File: src/logic/exu_pkg.sv
`default_nettype none

package exu_pkg;

    // datapath width
    localparam int xlen = 64;

    // multiplier split into identical shift-add stages
    localparam int mul_stage_bits = 16;
    localparam int mul_stages     = xlen / mul_stage_bits;

    // in-flight count spans the launch register plus every stage
    localparam int mul_cnt_bits = $clog2(mul_stages + 2);

    // operation codes
    typedef logic [4:0] exu_op_t;

    localparam exu_op_t op_add   = 5'd0;
    localparam exu_op_t op_sub   = 5'd1;
    localparam exu_op_t op_ret_a = 5'd2;
    localparam exu_op_t op_ret_b = 5'd3;
    localparam exu_op_t op_xor   = 5'd4;
    localparam exu_op_t op_or    = 5'd5;
    localparam exu_op_t op_and   = 5'd6;
    localparam exu_op_t op_sll   = 5'd7;
    localparam exu_op_t op_srl   = 5'd8;
    localparam exu_op_t op_sra   = 5'd9;
    localparam exu_op_t op_slt   = 5'd10;
    localparam exu_op_t op_sltu  = 5'd11;
    localparam exu_op_t op_eq    = 5'd12;
    localparam exu_op_t op_ge    = 5'd13;
    localparam exu_op_t op_geu   = 5'd14;
    localparam exu_op_t op_mul   = 5'd15;

    // operand a source
    localparam logic [1:0] sel_a_pc  = 2'd0;
    localparam logic [1:0] sel_a_rs1 = 2'd1;

    // operand b source
    localparam logic [1:0] sel_b_imm = 2'd0;
    localparam logic [1:0] sel_b_rs2 = 2'd1;
    localparam logic [1:0] sel_b_csr = 2'd2;

    // one operand seen as a double word or as two words
    // word[0] is the lower word
    typedef union packed {
        logic [xlen-1:0]  dword;
        logic [1:0][31:0] word;
    } exu_operand_u;

endpackage

`default_nettype wire

File: src/logic/exu_mul_stage.sv
`timescale 1ns/100ps
`default_nettype none

module exu_mul_stage (
    input  logic                     clk,
    input  logic                     rst,
    input  logic                     flush,
    input  logic                     in_valid,
    input  logic [exu_pkg::xlen-1:0] in_acc,
    input  logic [exu_pkg::xlen-1:0] in_mcand,
    input  logic [exu_pkg::xlen-1:0] in_mplier,
    output logic                     out_valid,
    output logic [exu_pkg::xlen-1:0] out_acc,
    output logic [exu_pkg::xlen-1:0] out_mcand,
    output logic [exu_pkg::xlen-1:0] out_mplier
);
    import exu_pkg::*;

    logic [xlen-1:0] acc_c;

    // one partial product per low multiplier bit
    always_comb begin
        acc_c = in_acc;
        for (int i = 0; i < mul_stage_bits; i++) begin
            if (in_mplier[i]) begin
                acc_c = acc_c + (in_mcand << i);
            end
        end
    end

    always_ff @(posedge clk) begin
        if (rst || flush) begin
            out_valid <= 1'b0;
        end else begin
            out_valid <= in_valid;
        end
    end

    // next stage sees the following 16 multiplier bits
    always_ff @(posedge clk) begin
        if (in_valid) begin
            out_acc    <= acc_c;
            out_mcand  <= in_mcand << mul_stage_bits;
            out_mplier <= in_mplier >> mul_stage_bits;
        end
    end

endmodule

`default_nettype wire

File: config.mk
export PLATFORM = sky130hd
export DESIGN_NAME = exu_mul_stage
export DESIGN_NICKNAME = d
export VERILOG_FILES = /design/src/logic/exu_pkg.sv /design/src/logic/exu_mul_stage.sv
export SDC_FILE = /design/constraint.sdc
export NUM_CORES = 2
export LEC_CHECK = 0
export BUFFER_PORTS_ARGS = -buffer_cell sky130_fd_sc_hd__buf_2
export CAP_MARGIN = 20
export CORE_UTILIZATION = 45
export CTS_CLUSTER_SIZE = 40
export DETAILED_ROUTE_END_ITERATION = 10
export GPL_TIMING_DRIVEN = 0
export SKIP_LAST_GASP = 1
export SLEW_MARGIN = 20
export SYNTH_ARGS = -nofsm -noshare
export SYNTH_HDL_FRONTEND = slang
export SYNTH_SLANG_ARGS = --single-unit
File: constraint.sdc
create_clock -name clk -period 36.5 [get_ports clk]
set_input_delay 7.3 -clock clk [delete_from_list [all_inputs] [get_ports clk]]
set_output_delay 7.3 -clock clk [all_outputs]
set_load 0.03 [all_outputs]
==> results.ini <==
[routing]
drtIter0Drc=9253
drtAntennaViolNets=0
first_pass_iters=8
routed_wl_mm=305
via_count=73100
drc=0
drt-met1-wl_mm=132
wl_met3_mm=38.2
via_per_inst=6.51
wl_met2_mm=117
wl_per_cell_um=27.1
maxUsedRoutingLayer=met5

[sta]
fin_crit_ns=35.81
drv_slew=0
final_hold_viol_count=0
slew_headroom_pct=11.2
fin_crit_sh_pct=98.1
setup_violations=0
worst_pin_slew_ns=1.33
fmax_mhz=27.9

[placement]
port_buffers=345
gp_congestion=1.03
dp_hpwl_mm=238

[die]
core-area_mm2=0.140
die_x_um=378
start_util_pct=45.5
rows=137
dieArea_mm2=0.143
ios=389
fp.dieH_um=378

[worst_setup_path]
critPathMostFrequentCell=buf_4
critPathLaunchType=primary input
slowest_delay_ns=0.44
required_ns=36.76
end_kind=register
arrival_ns=36.07
worstPathMaxFanout=17
slowest_stage=a311o_1
crit_type=primary input to register

[layout]
layout_commonest_cell=a21oi_1
layout_common_cells=a21oi_1, nand2_1, ha_1
nets=10500
syn_to_final_growth_pct=13.6
drive_above_1_share_pct=14.8
fin_util_pct=51.7

[clock_tree]
cts_tree=built
clockRootBuffer=clkbuf_16
cts.path.max_buffers=2
clkSlewWorstSetupHoldPaths_ns=0.14
postCtsHoldBufs=0
clock-sinks=161
numCtsBuffers=17
htreeDepth=4

[synthesis]
yosysWarnings=0
synth_cell_types=112
ys.flop_type=edfxtp_1
ys_seq_area_share_pct=7.57
ys_ff_latch=161
syn_area_mm2=0.0637
syn_area_per_cell_um2=7.20
ys_async_sr_fraction_pct=0
syn_inst=8850
synth-edff-count=160

[worst_hold_path]
worstHoldStart=in_mplier[34]
holdPathStages=1
hold_path_class=primary input to register
whs_endpoint=out_mplier[18]

[global_routing]
first_global_vias=64300
grt_antenna_before_repair=8
grt_max_degree=83
grt_usage_pct=40.3
grt_overflow_total=0
grt_pass1_wl_mm=429

[outcome]
status=finished clean

[job]
maxCapViolCount=0

-- Yosys cell counts, drive strengths merged (134+ instances only) --
cell type / n / area, µm²
xor2: 269 / 2360
xnor2: 464 / 4060
inv: 377 / 1420
o21bai: 157 / 1180
nor3: 134 / 671
ha: 931 / 11600
a21oi: 973 / 4880
nand2: 865 / 3250
nand3: 166 / 831
a21o: 568 / 4260
o21ai: 663 / 3340
mux2: 246 / 2790
clkbuf: 261 / 980
edfxtp: 160 / 4800
nor2: 660 / 2480
nand2b: 138 / 863
o21a: 158 / 1190
-- how the worst max path moves through the flow --
stage	startpoint	endpoint	slack, ns	cells after the start
global route	in_mcand[0]	out_acc[61]	-0.29	153
finish	in_mcand[0]	out_acc[61]	0.69	155
floorplan	in_mcand[1]	out_acc[63]	1.88	150
CTS	in_mplier[0]	out_acc[61]	0.02	150
detailed placement	in_mplier[0]	out_acc[63]	-6.92	152
global placement	in_mplier[0]	out_acc[63]	-6.73	148
-- routing by layer --
metal | global-route usage, % | up-vias
li1 | - | 33800
met1 | 57.8 | 34500
met2 | 55.9 | 4233
met3 | 8.23 | 553
met4 | 20.3 | 4
met5 | 0 | -
-- logic make-up (layout without fill, tap and decap cells) --
group	after synthesis	in the layout	share of synthesized area [%]
fa+ha+maj	947	947	18.8
other cells	1	35	0.00588
mux	298	298	5.21
xor+xnor	736	736	10.2
compound gates	3372	3372	34.3
buf+inv	730	1207	4.67
flops	161	161	7.57
simple gates	2605	2605	19.3
-- sequential cells by signal (all words and copies together), names as in the netlist --
signal      cells
out_acc        64
out_valid       1
out_mcand      48
out_mplier     48
-- critical path: cells and delay by family --
family / cells / cell delay [ns]
multiplexers: 6 / 1.75
XOR/XNOR: 14 / 2.10
buffers and inverters: 22 / 2.23
AO/OA/AOI/OAI: 66 / 12.11
AND/OR/NAND/NOR: 31 / 5.63
adder cells (fa/ha/maj): 16 / 4.85
-- through the flow --
step / cell area [µm²] / cells / worst slack (ns) / hold WS, ns / setup TNS, ns
4_1_cts: 69700 / 11200 / 0.0150 / 6.90 / 0
3_3_place_gp: 67900 / 11100 / -6.73 / 7.48 / -116.88
6_report: 72400 / 11200 / 0.693 / 6.93 / 0
5_1_grt: 72400 / 11200 / -0.286 / 6.92 / -1.17
3_5_place_dp: 68100 / 11100 / -6.92 / 7.48 / -122.20
2_1_floorplan: 63900 / 8881 / 1.88 / 7.38 / 0
-- timing repair --
item / 4_1_cts / 5_1_grt
gates resized for setup: 193 / 500
pin swaps: 20 / 81
setup buffers: 42 / 81
setup endpoints to repair: 26 / 20
-- final cells by class --
class                      instances  area (µm²)
tap                             1876        2350
inverter                         386        1470
sequential                       161        4820
fill                           14000       67600
clock inverter                    15         196
clock buffer                      17         425
buffer                           311        1540
antenna                            3        7.51
multi-input combinational       7990       58700
timing repair buffer             478        2890
Power is not shown: default switching activity piles up to over one toggle a cycle in this logic, so the estimate is an artifact.
