## config.mk

```make
export PLATFORM = sky130hd
export DESIGN_NAME = exu_result_sel
export DESIGN_NICKNAME = d
export VERILOG_FILES = /design/src/logic/exu_pkg.sv /design/src/logic/exu_result_sel.sv
export SDC_FILE = /design/constraint.sdc
export NUM_CORES = 1
export LEC_CHECK = 0
export BUFFER_PORTS_ARGS = -buffer_cell sky130_fd_sc_hd__buf_4
export CAP_MARGIN = 20
export CORE_MARGIN = 2
export CORE_UTILIZATION = 41
export DETAILED_ROUTE_END_ITERATION = 12
export HOLD_SLACK_MARGIN = 0.12
export MAX_ROUTING_LAYER = met4
export PLACE_DENSITY_LB_ADDON = 0.3
export SLEW_MARGIN = 20
export SYNTH_ARGS = -nofsm -noshare
export SYNTH_HDL_FRONTEND = slang
export SYNTH_SLANG_ARGS = --single-unit
```

## constraint.sdc

```tcl
create_clock -name clk -period 1.93 [get_ports clk]
set_input_delay 0.0965 -clock clk [delete_from_list [all_inputs] [get_ports clk]]
set_output_delay 0.0965 -clock clk [all_outputs]
set_load 0.02 [all_outputs]
```

## src/logic/exu_pkg.sv

```systemverilog
`default_nettype none

package exu_pkg;

    // datapath width
    localparam int xlen = 64;

    // multiplier split into identical shift-add stages
    localparam int mul_stage_bits = 16;
    localparam int mul_stages     = xlen / mul_stage_bits;

    // in-flight count spans the launch register plus every stage
    localparam int mul_cnt_bits = $clog2(mul_stages + 2);

    // operation codes
    typedef logic [4:0] exu_op_t;

    localparam exu_op_t op_add   = 5'd0;
    localparam exu_op_t op_sub   = 5'd1;
    localparam exu_op_t op_ret_a = 5'd2;
    localparam exu_op_t op_ret_b = 5'd3;
    localparam exu_op_t op_xor   = 5'd4;
    localparam exu_op_t op_or    = 5'd5;
    localparam exu_op_t op_and   = 5'd6;
    localparam exu_op_t op_sll   = 5'd7;
    localparam exu_op_t op_srl   = 5'd8;
    localparam exu_op_t op_sra   = 5'd9;
    localparam exu_op_t op_slt   = 5'd10;
    localparam exu_op_t op_sltu  = 5'd11;
    localparam exu_op_t op_eq    = 5'd12;
    localparam exu_op_t op_ge    = 5'd13;
    localparam exu_op_t op_geu   = 5'd14;
    localparam exu_op_t op_mul   = 5'd15;

    // operand a source
    localparam logic [1:0] sel_a_pc  = 2'd0;
    localparam logic [1:0] sel_a_rs1 = 2'd1;

    // operand b source
    localparam logic [1:0] sel_b_imm = 2'd0;
    localparam logic [1:0] sel_b_rs2 = 2'd1;
    localparam logic [1:0] sel_b_csr = 2'd2;

    // one operand seen as a double word or as two words
    // word[0] is the lower word
    typedef union packed {
        logic [xlen-1:0]  dword;
        logic [1:0][31:0] word;
    } exu_operand_u;

endpackage

`default_nettype wire

```

## src/logic/exu_result_sel.sv

```systemverilog
`timescale 1ns/100ps
`default_nettype none

module exu_result_sel (
    input  logic                     clk,
    input  logic                     rst,
    input  logic                     flush,
    input  logic                     issue,
    input  exu_pkg::exu_op_t         operate,
    input  logic [exu_pkg::xlen-1:0] alu_res,
    input  logic                     alu_valid,
    input  logic                     mul_out_valid,
    input  logic [exu_pkg::xlen-1:0] mul_out_acc,
    output logic [exu_pkg::xlen-1:0] res,
    output logic                     res_valid,
    output logic                     alu_wait
);
    import exu_pkg::*;

    logic [mul_cnt_bits-1:0] mul_cnt;
    logic                    mul_issue;

    assign mul_issue = issue & (operate == op_mul);

    // multiplies between issue and completion
    always_ff @(posedge clk) begin
        if (rst || flush) begin
            mul_cnt <= '0;
        end else begin
            case ({mul_issue, mul_out_valid})
                2'b10: begin
                    mul_cnt <= mul_cnt + 1'b1;
                end
                2'b01: begin
                    mul_cnt <= mul_cnt - 1'b1;
                end
                default: begin
                    mul_cnt <= mul_cnt;
                end
            endcase
        end
    end

    // only a non-multiply op has to wait
    assign alu_wait = (mul_cnt != '0) & (operate != op_mul);

    // a completing multiply is dropped by flush
    always_ff @(posedge clk) begin
        if (rst) begin
            res_valid <= 1'b0;
        end else begin
            res_valid <= alu_valid | (mul_out_valid & ~flush);
        end
    end

    // the stall keeps both sources from landing together
    always_ff @(posedge clk) begin
        if (alu_valid) begin
            res <= alu_res;
        end else if (mul_out_valid) begin
            res <= mul_out_acc;
        end
    end

endmodule

`default_nettype wire

```

==> results by group, run 1 <==
Synthesis
  • Post-synthesis cell count: 162
  • Fraction of registers with async set/reset: 0%
  • Mapped Nets: 303
  • Synth cell types: 18
  • Synth Flop Type: edfxtp_1
  • Top area cells in the synthesized netlist: edfxtp_1 66%, mux2_2 25%, dfxtp_1 2.8%
  • Syn. warnings: 0
  • Yosys reg bits: 68
  • Sequential fraction of the synthesis area: 68.8%
  • Netlist Area Pre-Place: 2910 µm²
  • Yosys top cell area share: 66.1%
  • Commonest cells in the synthesized netlist: 64 x edfxtp_1, 64 x mux2_2
  • EDFF count, synth: 64
  • Top cell type by total area after synthesis: edfxtp_1
  • Post-Syn Area per Cell: 17.9 µm²

Floorplan
  • Io pins: 205
  • Die W: 88.2 µm
  • Die Height: 88.2 µm
  • Row cnt: 30
  • Starting Density: 42.6%

Outcome
  • Last stage the flow got to: clock tree synthesis
  • Status: aborted with a tool error
  • Halt Reason: [ERROR RSZ-0060] Max buffer count reached.

Clocking
  • CTS Buf Count: 9
  • # H-tree levels: 3
  • Clock sinks: 68
  • Hold buffer count at cts: 101
  • CTS resizes: 0
  • Setup bufs post-CTS: 0
  • Clock Tree Root: clkbuf_8
  • CTS Buffer Depth: 2

Placement
  • Placed cell areas: 4560 µm²
  • Port-buffer cells: 204
  • GP Congestion: 0.728
  • DP HPWL: 5920 µm
[cell families after synthesis]
group                    after synthesis  synth area share (%)
XOR/XNOR                               2                 0.603
adder cells (fa/ha/maj)                2                  1.12
AND/OR/NAND/NOR                       11                  1.81
multiplexers                          64                  24.8
flip-flops                            68                  68.8
AO/OA/AOI/OAI                          4                 0.774
buffers and inverters                 11                  2.07
[metrics by stage]
| step | worst slack (ns) | std cells |
|---|---|---|
| 2_1_floorplan | 0.223 | 162 |
| 3_3_place_gp | 0.190 | 459 |
| 3_5_place_dp | 0.104 | 459 |
==> run 2, diff against run 1 <==
--- a/config.mk
+++ b/config.mk
@@ -8,11 +8,9 @@
 export BUFFER_PORTS_ARGS = -buffer_cell sky130_fd_sc_hd__buf_4
 export CAP_MARGIN = 20
 export CORE_MARGIN = 2
-export CORE_UTILIZATION = 41
+export CORE_UTILIZATION = 40
 export DETAILED_ROUTE_END_ITERATION = 12
-export HOLD_SLACK_MARGIN = 0.12
-export MAX_ROUTING_LAYER = met4
-export PLACE_DENSITY_LB_ADDON = 0.3
+export PLACE_DENSITY_LB_ADDON = 0.15
 export SLEW_MARGIN = 20
 export SYNTH_ARGS = -nofsm -noshare
 export SYNTH_HDL_FRONTEND = slang
==> run 2 against run 1 <==
Effect of this change: the run now ends clean; area after synthesis did not move; synthesized cell count did not move.
==> results by group, run 2 <==
Timing
  • Slack of the critical path: 0.107 ns
  • Relative slew margins: 67.8%
  • Unrepaired setup endpoints after global routing: no
  • Slew @ Worst Pin: 0.483 ns
  • Setup-failing EPs final: 0
  • Fin crit share: 94.5%
  • Final hold vios: 0
  • Min Tclk post-route: 1.82 ns
  • Worst Clk Skew: 0.00152 ns
  • Setup TNS: 0 ns
  • Final slew viol count: 0
  • Maximum clock frequency: 549 MHz

Global routing
  • Largest net degree at the start of global routing: 52
  • Initial antenna violation count: 0
  • Number of global-route vias before repair: 2100
  • First-pass GRT wire length: 9670 µm
  • Gr ovfl total: 0
  • Total track usage: 16.9%

Detailed routing
  • Routed vias/inst: 4.51
  • DRC Markers: 0
  • Routed len/inst: 14.7 µm
  • ANT nets after route: 0
  • Via Count: 2155
  • Drt initial violations: 44
  • TritonRoute pass-1 iters: 4
  • Total Wirelength: 7020 µm

Synthesis
  • Synth cell types: 18
  • Top area cells in the synthesized netlist: edfxtp_1 66%, mux2_2 25%, dfxtp_1 2.8%
  • Fraction of registers with async set/reset: 0%
  • Mux cell area share after synthesis: 24.8%
  • Netlist Area Pre-Place: 2910 µm²
  • XOR/XNOR Fraction of Synth Area: 0.602%
  • EDFF count, synth: 64
  • Yosys reg bits: 68
  • Synth Area in Compound Gates: 0.775%
  • Syn. warnings: 0
  • Yosys top cell area share: 66.1%
  • Main combinational cell family by area after synthesis: multiplexers
  • Post-Synth Simple-Gate Area: 1.81%
  • Mapped Nets: 303
  • Synth Flop Type: edfxtp_1
  • Adder-cell share of the synthesized area: 1.12%
  • Post-Syn Area per Cell: 17.9 µm²
  • Sequential fraction of the synthesis area: 68.8%
  • Post-synthesis cell count: 162
  • Top cell type by total area after synthesis: edfxtp_1
  • Commonest cells in the synthesized netlist: 64 x edfxtp_1, 64 x mux2_2

Cells and area
  • Largest register by flop count: res
  • Most common cell after layout, fill and taps aside: buf_4
  • Most frequent cells in the layout: 206 x buf_4, 64 x mux2_2, 64 x edfxtp_1
  • P&R area growth vs syn: 62.7%
  • Top flop regs: res (64), mul_cnt (3), res_valid (1)
  • Final Util: 66.3%
  • Finished Layout Cells: 478
  • Number of flip-flops in the largest register: 64
  • Share of cells above drive strength 1: 75.2%
  • # diodes: 0
  • Layout Nets: 517

Worst setup path
  • CP delay by family, top: buffers and inverters
  • Crit start category: flop
  • CP bufs+invs: 2
  • Maximum net fanout on the critical path: 3
  • Worst Path Class, Setup: flop to flop
  • Worst path depth: 6
  • Critical path required time: 2.15 ns
  • Worst-path cell chain: inv_1 > fa_1 > nor2_1 > a21oi_1 > nor3_1 > dlygate4sd3_1
  • Cell with the largest stage delay on the worst path: dlygate4sd3_1
  • CP Capture Type: flop
  • Critical path arrival: 2.04 ns
  • Reg2reg path depth: 6
  • CP peak stage delay: 0.55 ns

Min path
  • Type of the tightest min-delay check: input pin to flop
  • Hold path cells: 3

Outcome
  • Status: completed

Placement
  • Port-buffer cells: 204
  • Pre-CTS WS: 0.106 ns
  • DP HPWL: 5510 µm
  • GP Congestion: 0.718
  • Placed Cells: 461

Floorplan
  • Starting Density: 40.7%
  • Io pins: 205
  • Die area: 7970 µm²
  • Row cnt: 31
  • Core area: 7140 µm²
  • Die W: 89.3 µm
  • Die Height: 89.3 µm

Clocking
  • CTS tree: built
  • Reg clk slew, reported paths: 0.07 ns
  • # H-tree levels: 3
  • Clock Tree Root: clkbuf_8
  • Clock sinks: 68
  • CTS Buf Count: 9
  • Setup bufs post-CTS: 0
  • Clock insertion delay at the later pin of the skew report: 0.33 ns
  • CTS Buffer Depth: 2

Power and ir drop
  • Worst vdd ir: 0.405 mV
  • Power per cell area: 766 nW/µm²
  • Pleak: 0.00209 µW

Run
  • MaxCap Viol Count: 0
[run 2: path summary, 6_finish.rpt]
kind                           start                      end  slack [ns]
max          mul_cnt[0]$_SDFFE_PP0P_  mul_cnt[1]$_SDFFE_PP0P_        0.11
min                    mul_out_valid     res_valid$_SDFF_PP0_        0.02
max reg2reg  mul_cnt[0]$_SDFFE_PP0P_  mul_cnt[1]$_SDFFE_PP0P_        0.11
min reg2reg  mul_cnt[2]$_SDFFE_PP0P_  mul_cnt[2]$_SDFFE_PP0P_        0.51
[run 2: cells by family after synthesis]
| kind of cell | count (synthesis) |
|---|---|
| buffers and inverters | 11 |
| xor gates and xnor gates | 2 |
| muxes | 64 |
| and+or+nand+nor | 11 |
| DFF | 68 |
| AOI/OAI and AO/OA | 4 |
| adders and majority gates | 2 |
[run 2: power breakdown]
group	internal (µW)	switching [µW]
Clock	441	482
Combinational	473	390
Sequential	1790	41.9
[run 2: timing repair]
action                                 in CTS  in global routing
endpoints found under the hold margin       4                  0
hold buffers                                3                  0
gates resized for setup                     0                  1
setup endpoints to repair                   0                  1
[run 2: area by class of cell]
class / count / area, µm²
sequential: 68 / 2000
fill: 579 / 2410
multi-input combinational: 83 / 846
clock buffer: 10 / 128
timing repair buffer: 210 / 1600
inverter: 4 / 15.0
tap: 99 / 124
clock inverter: 4 / 18.8
[run 2: stage by stage]
step | total power, µW | hold slack (ns) | area [µm²]
CTS | 3670 | 0.00904 | 4730
finish | 3620 | 0.0218 | 4730
global route | 3780 | 0.0240 | 4730
floorplan | 2250 | 0.169 | 2910
detailed placement | 2740 | 0.297 | 4550
global placement | 2720 | 0.296 | 4550
[run 2: worst register-to-register path, cell delays in order, from the launching register on]
cell	delay, ns
dfxtp_2	0.35
inv_1	0.06
fa_1	0.53
nor2_1	0.04
a21oi_1	0.12
nor3_1	0.06
dlygate4sd3_1	0.55
[run 2: routing by layer]
layer | part of all wire, % | global-route usage (%) | up-vias
li1 | - | - | 1049
met1 | 34 | 17.0 | 983
met2 | 54 | 30.6 | 111
met3 | 10 | 6.56 | 12
met4 | 1.7 | 7.73 | 0
met5 | 0 | 0 | -
Power figures use the tool's default switching activity.
