[src/logic/exu_pkg.sv]
`default_nettype none

package exu_pkg;

    // datapath width
    localparam int xlen = 64;

    // multiplier split into identical shift-add stages
    localparam int mul_stage_bits = 16;
    localparam int mul_stages     = xlen / mul_stage_bits;

    // in-flight count spans the launch register plus every stage
    localparam int mul_cnt_bits = $clog2(mul_stages + 2);

    // operation codes
    typedef logic [4:0] exu_op_t;

    localparam exu_op_t op_add   = 5'd0;
    localparam exu_op_t op_sub   = 5'd1;
    localparam exu_op_t op_ret_a = 5'd2;
    localparam exu_op_t op_ret_b = 5'd3;
    localparam exu_op_t op_xor   = 5'd4;
    localparam exu_op_t op_or    = 5'd5;
    localparam exu_op_t op_and   = 5'd6;
    localparam exu_op_t op_sll   = 5'd7;
    localparam exu_op_t op_srl   = 5'd8;
    localparam exu_op_t op_sra   = 5'd9;
    localparam exu_op_t op_slt   = 5'd10;
    localparam exu_op_t op_sltu  = 5'd11;
    localparam exu_op_t op_eq    = 5'd12;
    localparam exu_op_t op_ge    = 5'd13;
    localparam exu_op_t op_geu   = 5'd14;
    localparam exu_op_t op_mul   = 5'd15;

    // operand a source
    localparam logic [1:0] sel_a_pc  = 2'd0;
    localparam logic [1:0] sel_a_rs1 = 2'd1;

    // operand b source
    localparam logic [1:0] sel_b_imm = 2'd0;
    localparam logic [1:0] sel_b_rs2 = 2'd1;
    localparam logic [1:0] sel_b_csr = 2'd2;

    // one operand seen as a double word or as two words
    // word[0] is the lower word
    typedef union packed {
        logic [xlen-1:0]  dword;
        logic [1:0][31:0] word;
    } exu_operand_u;

endpackage

`default_nettype wire

[src/logic/exu_operand_sel.sv]
`timescale 1ns/100ps
`default_nettype none

module exu_operand_sel (
    input  logic                     clk,
    input  logic                     rst,
    input  logic                     issue,
    input  logic                     flush,
    input  logic [exu_pkg::xlen-1:0] pc,
    input  logic [exu_pkg::xlen-1:0] rs1,
    input  logic [exu_pkg::xlen-1:0] rs2,
    input  logic [exu_pkg::xlen-1:0] csr,
    input  logic [exu_pkg::xlen-1:0] imm,
    input  exu_pkg::exu_op_t         operate,
    input  logic [1:0]               sel_a,
    input  logic [1:0]               sel_b,
    input  logic                     rs1to32,
    input  logic                     stall,
    output logic [exu_pkg::xlen-1:0] a,
    output logic [exu_pkg::xlen-1:0] b,
    output exu_pkg::exu_op_t         op_q,
    output logic                     word_q,
    output logic                     alu_issue,
    output logic                     mul_in_valid,
    output logic [exu_pkg::xlen-1:0] mul_in_acc,
    output logic [exu_pkg::xlen-1:0] mul_in_mcand,
    output logic [exu_pkg::xlen-1:0] mul_in_mplier
);
    import exu_pkg::*;

    exu_operand_u rs1_u;
    logic         is_mul;

    // word mode drops the upper word of rs1
    always_comb begin
        rs1_u.dword = rs1;
        if (rs1to32) begin
            rs1_u.word[1] = '0;
        end
    end

    always_comb begin
        case (sel_a)
            sel_a_pc:  a = pc;
            sel_a_rs1: a = rs1_u.dword;
            default:   a = pc;
        endcase
    end

    always_comb begin
        case (sel_b)
            sel_b_imm: b = imm;
            sel_b_rs2: b = rs2;
            sel_b_csr: b = csr;
            default:   b = imm;
        endcase
    end

    assign op_q   = operate;
    assign word_q = rs1to32;
    assign is_mul = (operate == op_mul);

    // alu ops wait until every multiply has drained
    assign alu_issue = issue & ~flush & ~stall & ~is_mul;

    // launch register in front of stage 0
    always_ff @(posedge clk) begin
        if (rst || flush) begin
            mul_in_valid <= 1'b0;
        end else begin
            mul_in_valid <= issue & is_mul;
        end
    end

    always_ff @(posedge clk) begin
        if (issue && is_mul) begin
            mul_in_mcand  <= a;
            mul_in_mplier <= b;
        end
    end

    // accumulator starts from zero
    assign mul_in_acc = '0;

endmodule

`default_nettype wire

[config.mk]
export PLATFORM = sky130hd
export DESIGN_NAME = exu_operand_sel
export DESIGN_NICKNAME = d
export VERILOG_FILES = /design/src/logic/exu_pkg.sv /design/src/logic/exu_operand_sel.sv
export SDC_FILE = /design/constraint.sdc
export NUM_CORES = 1
export LEC_CHECK = 0
export BUFFER_PORTS_ARGS = -buffer_cell sky130_fd_sc_hd__buf_2
export CAP_MARGIN = 20
export CORE_AREA = 4 4 259 261
export CTS_CLUSTER_SIZE = 24
export DETAILED_ROUTE_END_ITERATION = 7
export DIE_AREA = 0 0 263 265
export SYNTH_ARGS = -nofsm -noshare
export SYNTH_HDL_FRONTEND = slang
export SYNTH_SLANG_ARGS = --single-unit
[constraint.sdc]
create_clock -name clk -period 38.3 [get_ports clk]
set_input_delay 5.745 -clock clk [delete_from_list [all_inputs] [get_ports clk]]
set_output_delay 5.745 -clock clk [all_outputs]
set_load 0.03 [all_outputs]
==> flow_summary.ini, run 1 <==
[clock_tree]
cts_resized = 0
clockBufferDepth = 2
path_clk_slew_ns = 0.08
post_cts_buffers = 0
htreeDepth = 4
cts-root-buf = clkbuf_16
cts_tree = yes
postCtsHoldBufs = 0
cts.sinks = 129
cts_buffers = 17

[grt]
grt_start_max_net_pins = 129
grt_pass1_wl_mm = 53.7
first_global_vias = 6806
gr-total-overflow = 0
antenna_found_initial = 21
track_usage = 0.111

[drt]
wire_per_inst_um = 20.6
ant_nets = 0
first_pass_iters = 5
num_vias = 6894
drtIter0Drc = 691
viasPerCell = 3.47
drt-total-wl_mm = 40.9
drc = 0

[yosys]
syn_inst = 537
yosysUniqueCellTypes = 22
synth_warnings = 0
ys_ff_latch = 129
ys_seq_area_frac = 0.554
synth.avg_cell_area_um2 = 13.0
synth_area_um2 = 6980

[setup_path]
critPathMaxFanout = 45
crit_arrival_ns = 7.91
critPathKind = input pin to output port
setup.worst_path.start_class = input pin
crit_required_ns = 32.55
cp-end-kind = output port

[timing]
post-route-min-period_ns = 13.65
slew_violations = 0
maxSlewHeadroom = 0.160
setup_violations = 0
max_freq_ghz = 0.0732
fin_setup_tns_ns = 0
tightest_slew_ns = 1.26
rsz0062_at_grt = false
finalCritPeriodShare = 0.356
finalHoldViolations = 0

[cells_and_area]
finalCoreUtilization = 0.172
layout-drive-gt1-share = 0.623
final_cell_mix = buf_2 (598), edfxtp_1 (128)
nets = 1450
final_common_cell = buf_2
area_growth_pct = 59.1

[die]
ios = 663
die_height_um = 265
core_area_um2 = 64500
design.die.area_um2 = 69700
die_w_um = 263
row_count = 93
start_util = 0.108

[outcome]
status = completed

[placement]
gp_congestion = 0.893
port_buffers = 598
hpwlAfterDp_mm = 34.3

[power]
p_leak_uw = 0.00494
vdd_ir_drop_max_mv = 0.0270
power_density_nw_per_um2 = 39.4

[job]
cap_violations = 0

[hold_path]
hold_class = input pin to register
-- critical path, cell delays in order --
cell and delay (ns):
buf_2 0.11, nor2b_4 0.61, buf_4 0.77, mux2_2 0.43, buf_2 0.18
-- sequential cells by signal, indices dropped and copies added (netlist names) --
name,cells
mul_in_mcand,64
mul_in_mplier,64
mul_in_valid,1
-- per-layer routing --
metal / routed length (um) / track usage
met1: 15000 / 0.122
met2: 21000 / 0.200
met3: 3860 / 0.0405
met4: 1050 / 0.0349
met5: 0 / 0
-- final timing paths --
kind | from | to | slack (ns) | cells after the start
setup / recovery | sel_a[1] | a[0] | 24.65 | 5
hold / removal | rst | mul_in_valid | 5.43 | 2
-- metrics by stage --
stage	hold WS (ns)	instance area, um^2	worst slack, ns	power [uW]	instances
after global placement	5.91	10500	24.70	272	1949
final	5.43	11100	24.65	437	1985
after floorplan	5.82	7220	22.30	237	600
after global routing	5.38	11100	24.54	458	1983
after CTS	5.36	11100	24.65	447	1981
after detailed placement	5.91	10500	24.65	273	1949
-- cell families (layout without fill, tap and decap cells) --
kind of cell | after synthesis | in the layout | synth area share
flip-flops | 129 | 129 | 0.554
AND/OR/NAND/NOR | 102 | 102 | 0.0737
AO/OA/AOI/OAI | 129 | 129 | 0.116
adder cells (fa/ha/maj) | 2 | 2 | 0.00358
buffers and inverters | 110 | 636 | 0.117
other | 1 | 68 | 0.000537
multiplexers | 64 | 64 | 0.136
-- synthesized netlist by cell type (all sizes together) --
cell type	n	area, um^2
o21ai	64	320
nor4	1	6.26
o21a	1	7.51
conb	1	3.75
nor2b	12	82.6
clkbuf	9	33.8
nand2b	1	6.26
ha	2	25.0
edfxtp	128	3840
mux2	64	946
a22oi	64	480
nand2	64	240
dfxtp	1	20.0
nand4	1	6.26
nor3b	2	15.0
buf	99	778
and2b	21	158
inv	2	7.51
-- where the power goes --
group | switching [uW] | internal [uW] | total, uW
logic | 74.7 | 36.2 | 111
registers | 0.518 | 159 | 159
clock network | 81.2 | 86.0 | 167
total | 156 | 281 | 437
-- final cells by class --
cell class / instances / area [um^2]
antenna: 4 / 10.0
clock buffer: 17 / 425
clock inverter: 15 / 141
fill: 7214 / 53400
inverter: 2 / 7.51
multi-input combinational: 361 / 2550
sequential: 129 / 3860
tap: 855 / 1070
timing repair buffer: 602 / 3040
(Power assumes the default switching activity.)
==> run 2, diff against run 1 <==
- CORE_AREA: 4 4 259 261 -> 4 4 257 259
- DIE_AREA: 0 0 263 265 -> 0 0 261 263
- clock period: 38.3 -> 12.3 ns (I/O delays scaled with it)
==> flow_summary.ini, run 2 (synthesized netlist as in run 1, its figures left out) <==
[clock_tree]
postCtsHoldBufs = 0
path_clk_slew_ns = 0.06
cts_resized = 0
htreeDepth = 4
cts.sinks = 129
post_cts_buffers = 0
clockBufferDepth = 2
cts_buffers = 17
cts-root-buf = clkbuf_16
cts_tree = yes

[drt]
num_vias = 6853
wire_per_inst_um = 21.8
drtIter0Drc = 581
viasPerCell = 3.44
drc = 0
ant_nets = 0
first_pass_iters = 5
drt-total-wl_mm = 43.4

[grt]
grt_pass1_wl_mm = 55.2
antenna_found_initial = 30
use_met2 = 0.199
first_global_vias = 6593
track_usage = 0.120
gr-total-overflow = 0
gr-usage-met3 = 0.0487
grt_start_max_net_pins = 129
met1_usage = 0.135
top_usage_layer = met2

[power]
power_uw = 1360
comb_power_share = 0.253
power_density_nw_per_um2 = 122
power.share.clock = 0.382
p_leak_uw = 0.00495
pwr-share-seq = 0.365
power.internal_uw = 904
p_sw_frac = 0.335
p_sw_uw = 456
vdd_ir_drop_max_mv = 0.0977

[die]
ios = 663
start_util = 0.109
core_area_um2 = 63900
die_height_um = 263
row_count = 93
die_w_um = 261
design.die.area_um2 = 68600

[cells_and_area]
final_common_cell = buf_2
multi_input_area_um2 = 2550
final_cell_mix = buf_2 (598), edfxtp_1 (128)
regArea_um2 = 3860
reg.largest.list = mul_in_mcand (64), mul_in_mplier (64), mul_in_valid (1)
layout-drive-gt1-share = 0.621
area_growth_pct = 59.4
nets = 1450
n_fill_cell = 7198

[setup_path]
setup.worst_path.start_class = input pin
crit_required_ns = 10.45
crit_arrival_ns = 4.19
critPathMaxFanout = 42
cp-end-kind = output port
critPathKind = input pin to output port

[hold_path]
hold_class = input pin to register

[timing]
max_freq_ghz = 0.166
maxSlewHeadroom = 0.371
tightest_slew_ns = 0.942
rsz0062_at_grt = false
finalCritPeriodShare = 0.490
finalHoldViolations = 0
setup_violations = 0
fin_setup_tns_ns = 0
post-route-min-period_ns = 6.03
slew_violations = 0

[placement]
hpwlAfterDp_mm = 36.4
gp_congestion = 0.807
port_buffers = 598

[job]
cap_violations = 0

[outcome]
status = completed
==> run 2: per-layer routing <==
metal  wire [um]  vias up
met2       20500      561
met1       16300     3183
li1            -     3032
met5          26        -
met3        5040       73
met4        1490        4
==> run 2: worst max-delay path: stages <==
cell     delay [ns]
buf_2          0.11
nor2b_4        0.73
buf_4          0.78
mux2_2         0.44
buf_2          0.18
==> run 2: path summary, 6_finish.rpt <==
path | depth (start not counted) | slack, ns | to | start
setup / recovery | 5 | 6.27 | a[2] | sel_a[1]
hold / removal | 2 | 1.55 | mul_in_valid | rst
==> run 2: per-stage QoR <==
stage / cells / cell area, um^2 / utilization / hold slack, ns / worst slack, ns
after global routing: 1985 / 11100 / 0.174 / 1.50 / 6.16
after detailed placement: 1949 / 10500 / 0.165 / 2.01 / 6.19
final: 1993 / 11100 / 0.174 / 1.55 / 6.27
after CTS: 1980 / 11100 / 0.174 / 1.47 / 6.20
after global placement: 1949 / 10500 / 0.165 / 2.01 / 6.27
after floorplan: 600 / 7220 / - / 1.92 / 0.203
==> run 2: cell type report <==
type	instances	area share
Sequential cell	129	0.347
Inverter	2	0.000675
Clock inverter	13	0.0124
Multi-Input combinational cell	361	0.229
Timing Repair Buffer	602	0.273
Tap cell	855	0.0961
Antenna cell	13	0.00292
Clock buffer	18	0.0386
==> run 2: power by group through the flow <==
stage | Combinational [uW] | Clock [uW] | Sequential, uW
after floorplan | 222 | 0 | 517
after global placement | 343 | 0 | 506
after detailed placement | 344 | 0 | 506
after CTS | 346 | 552 | 496
after global routing | 365 | 565 | 497
final | 344 | 520 | 496
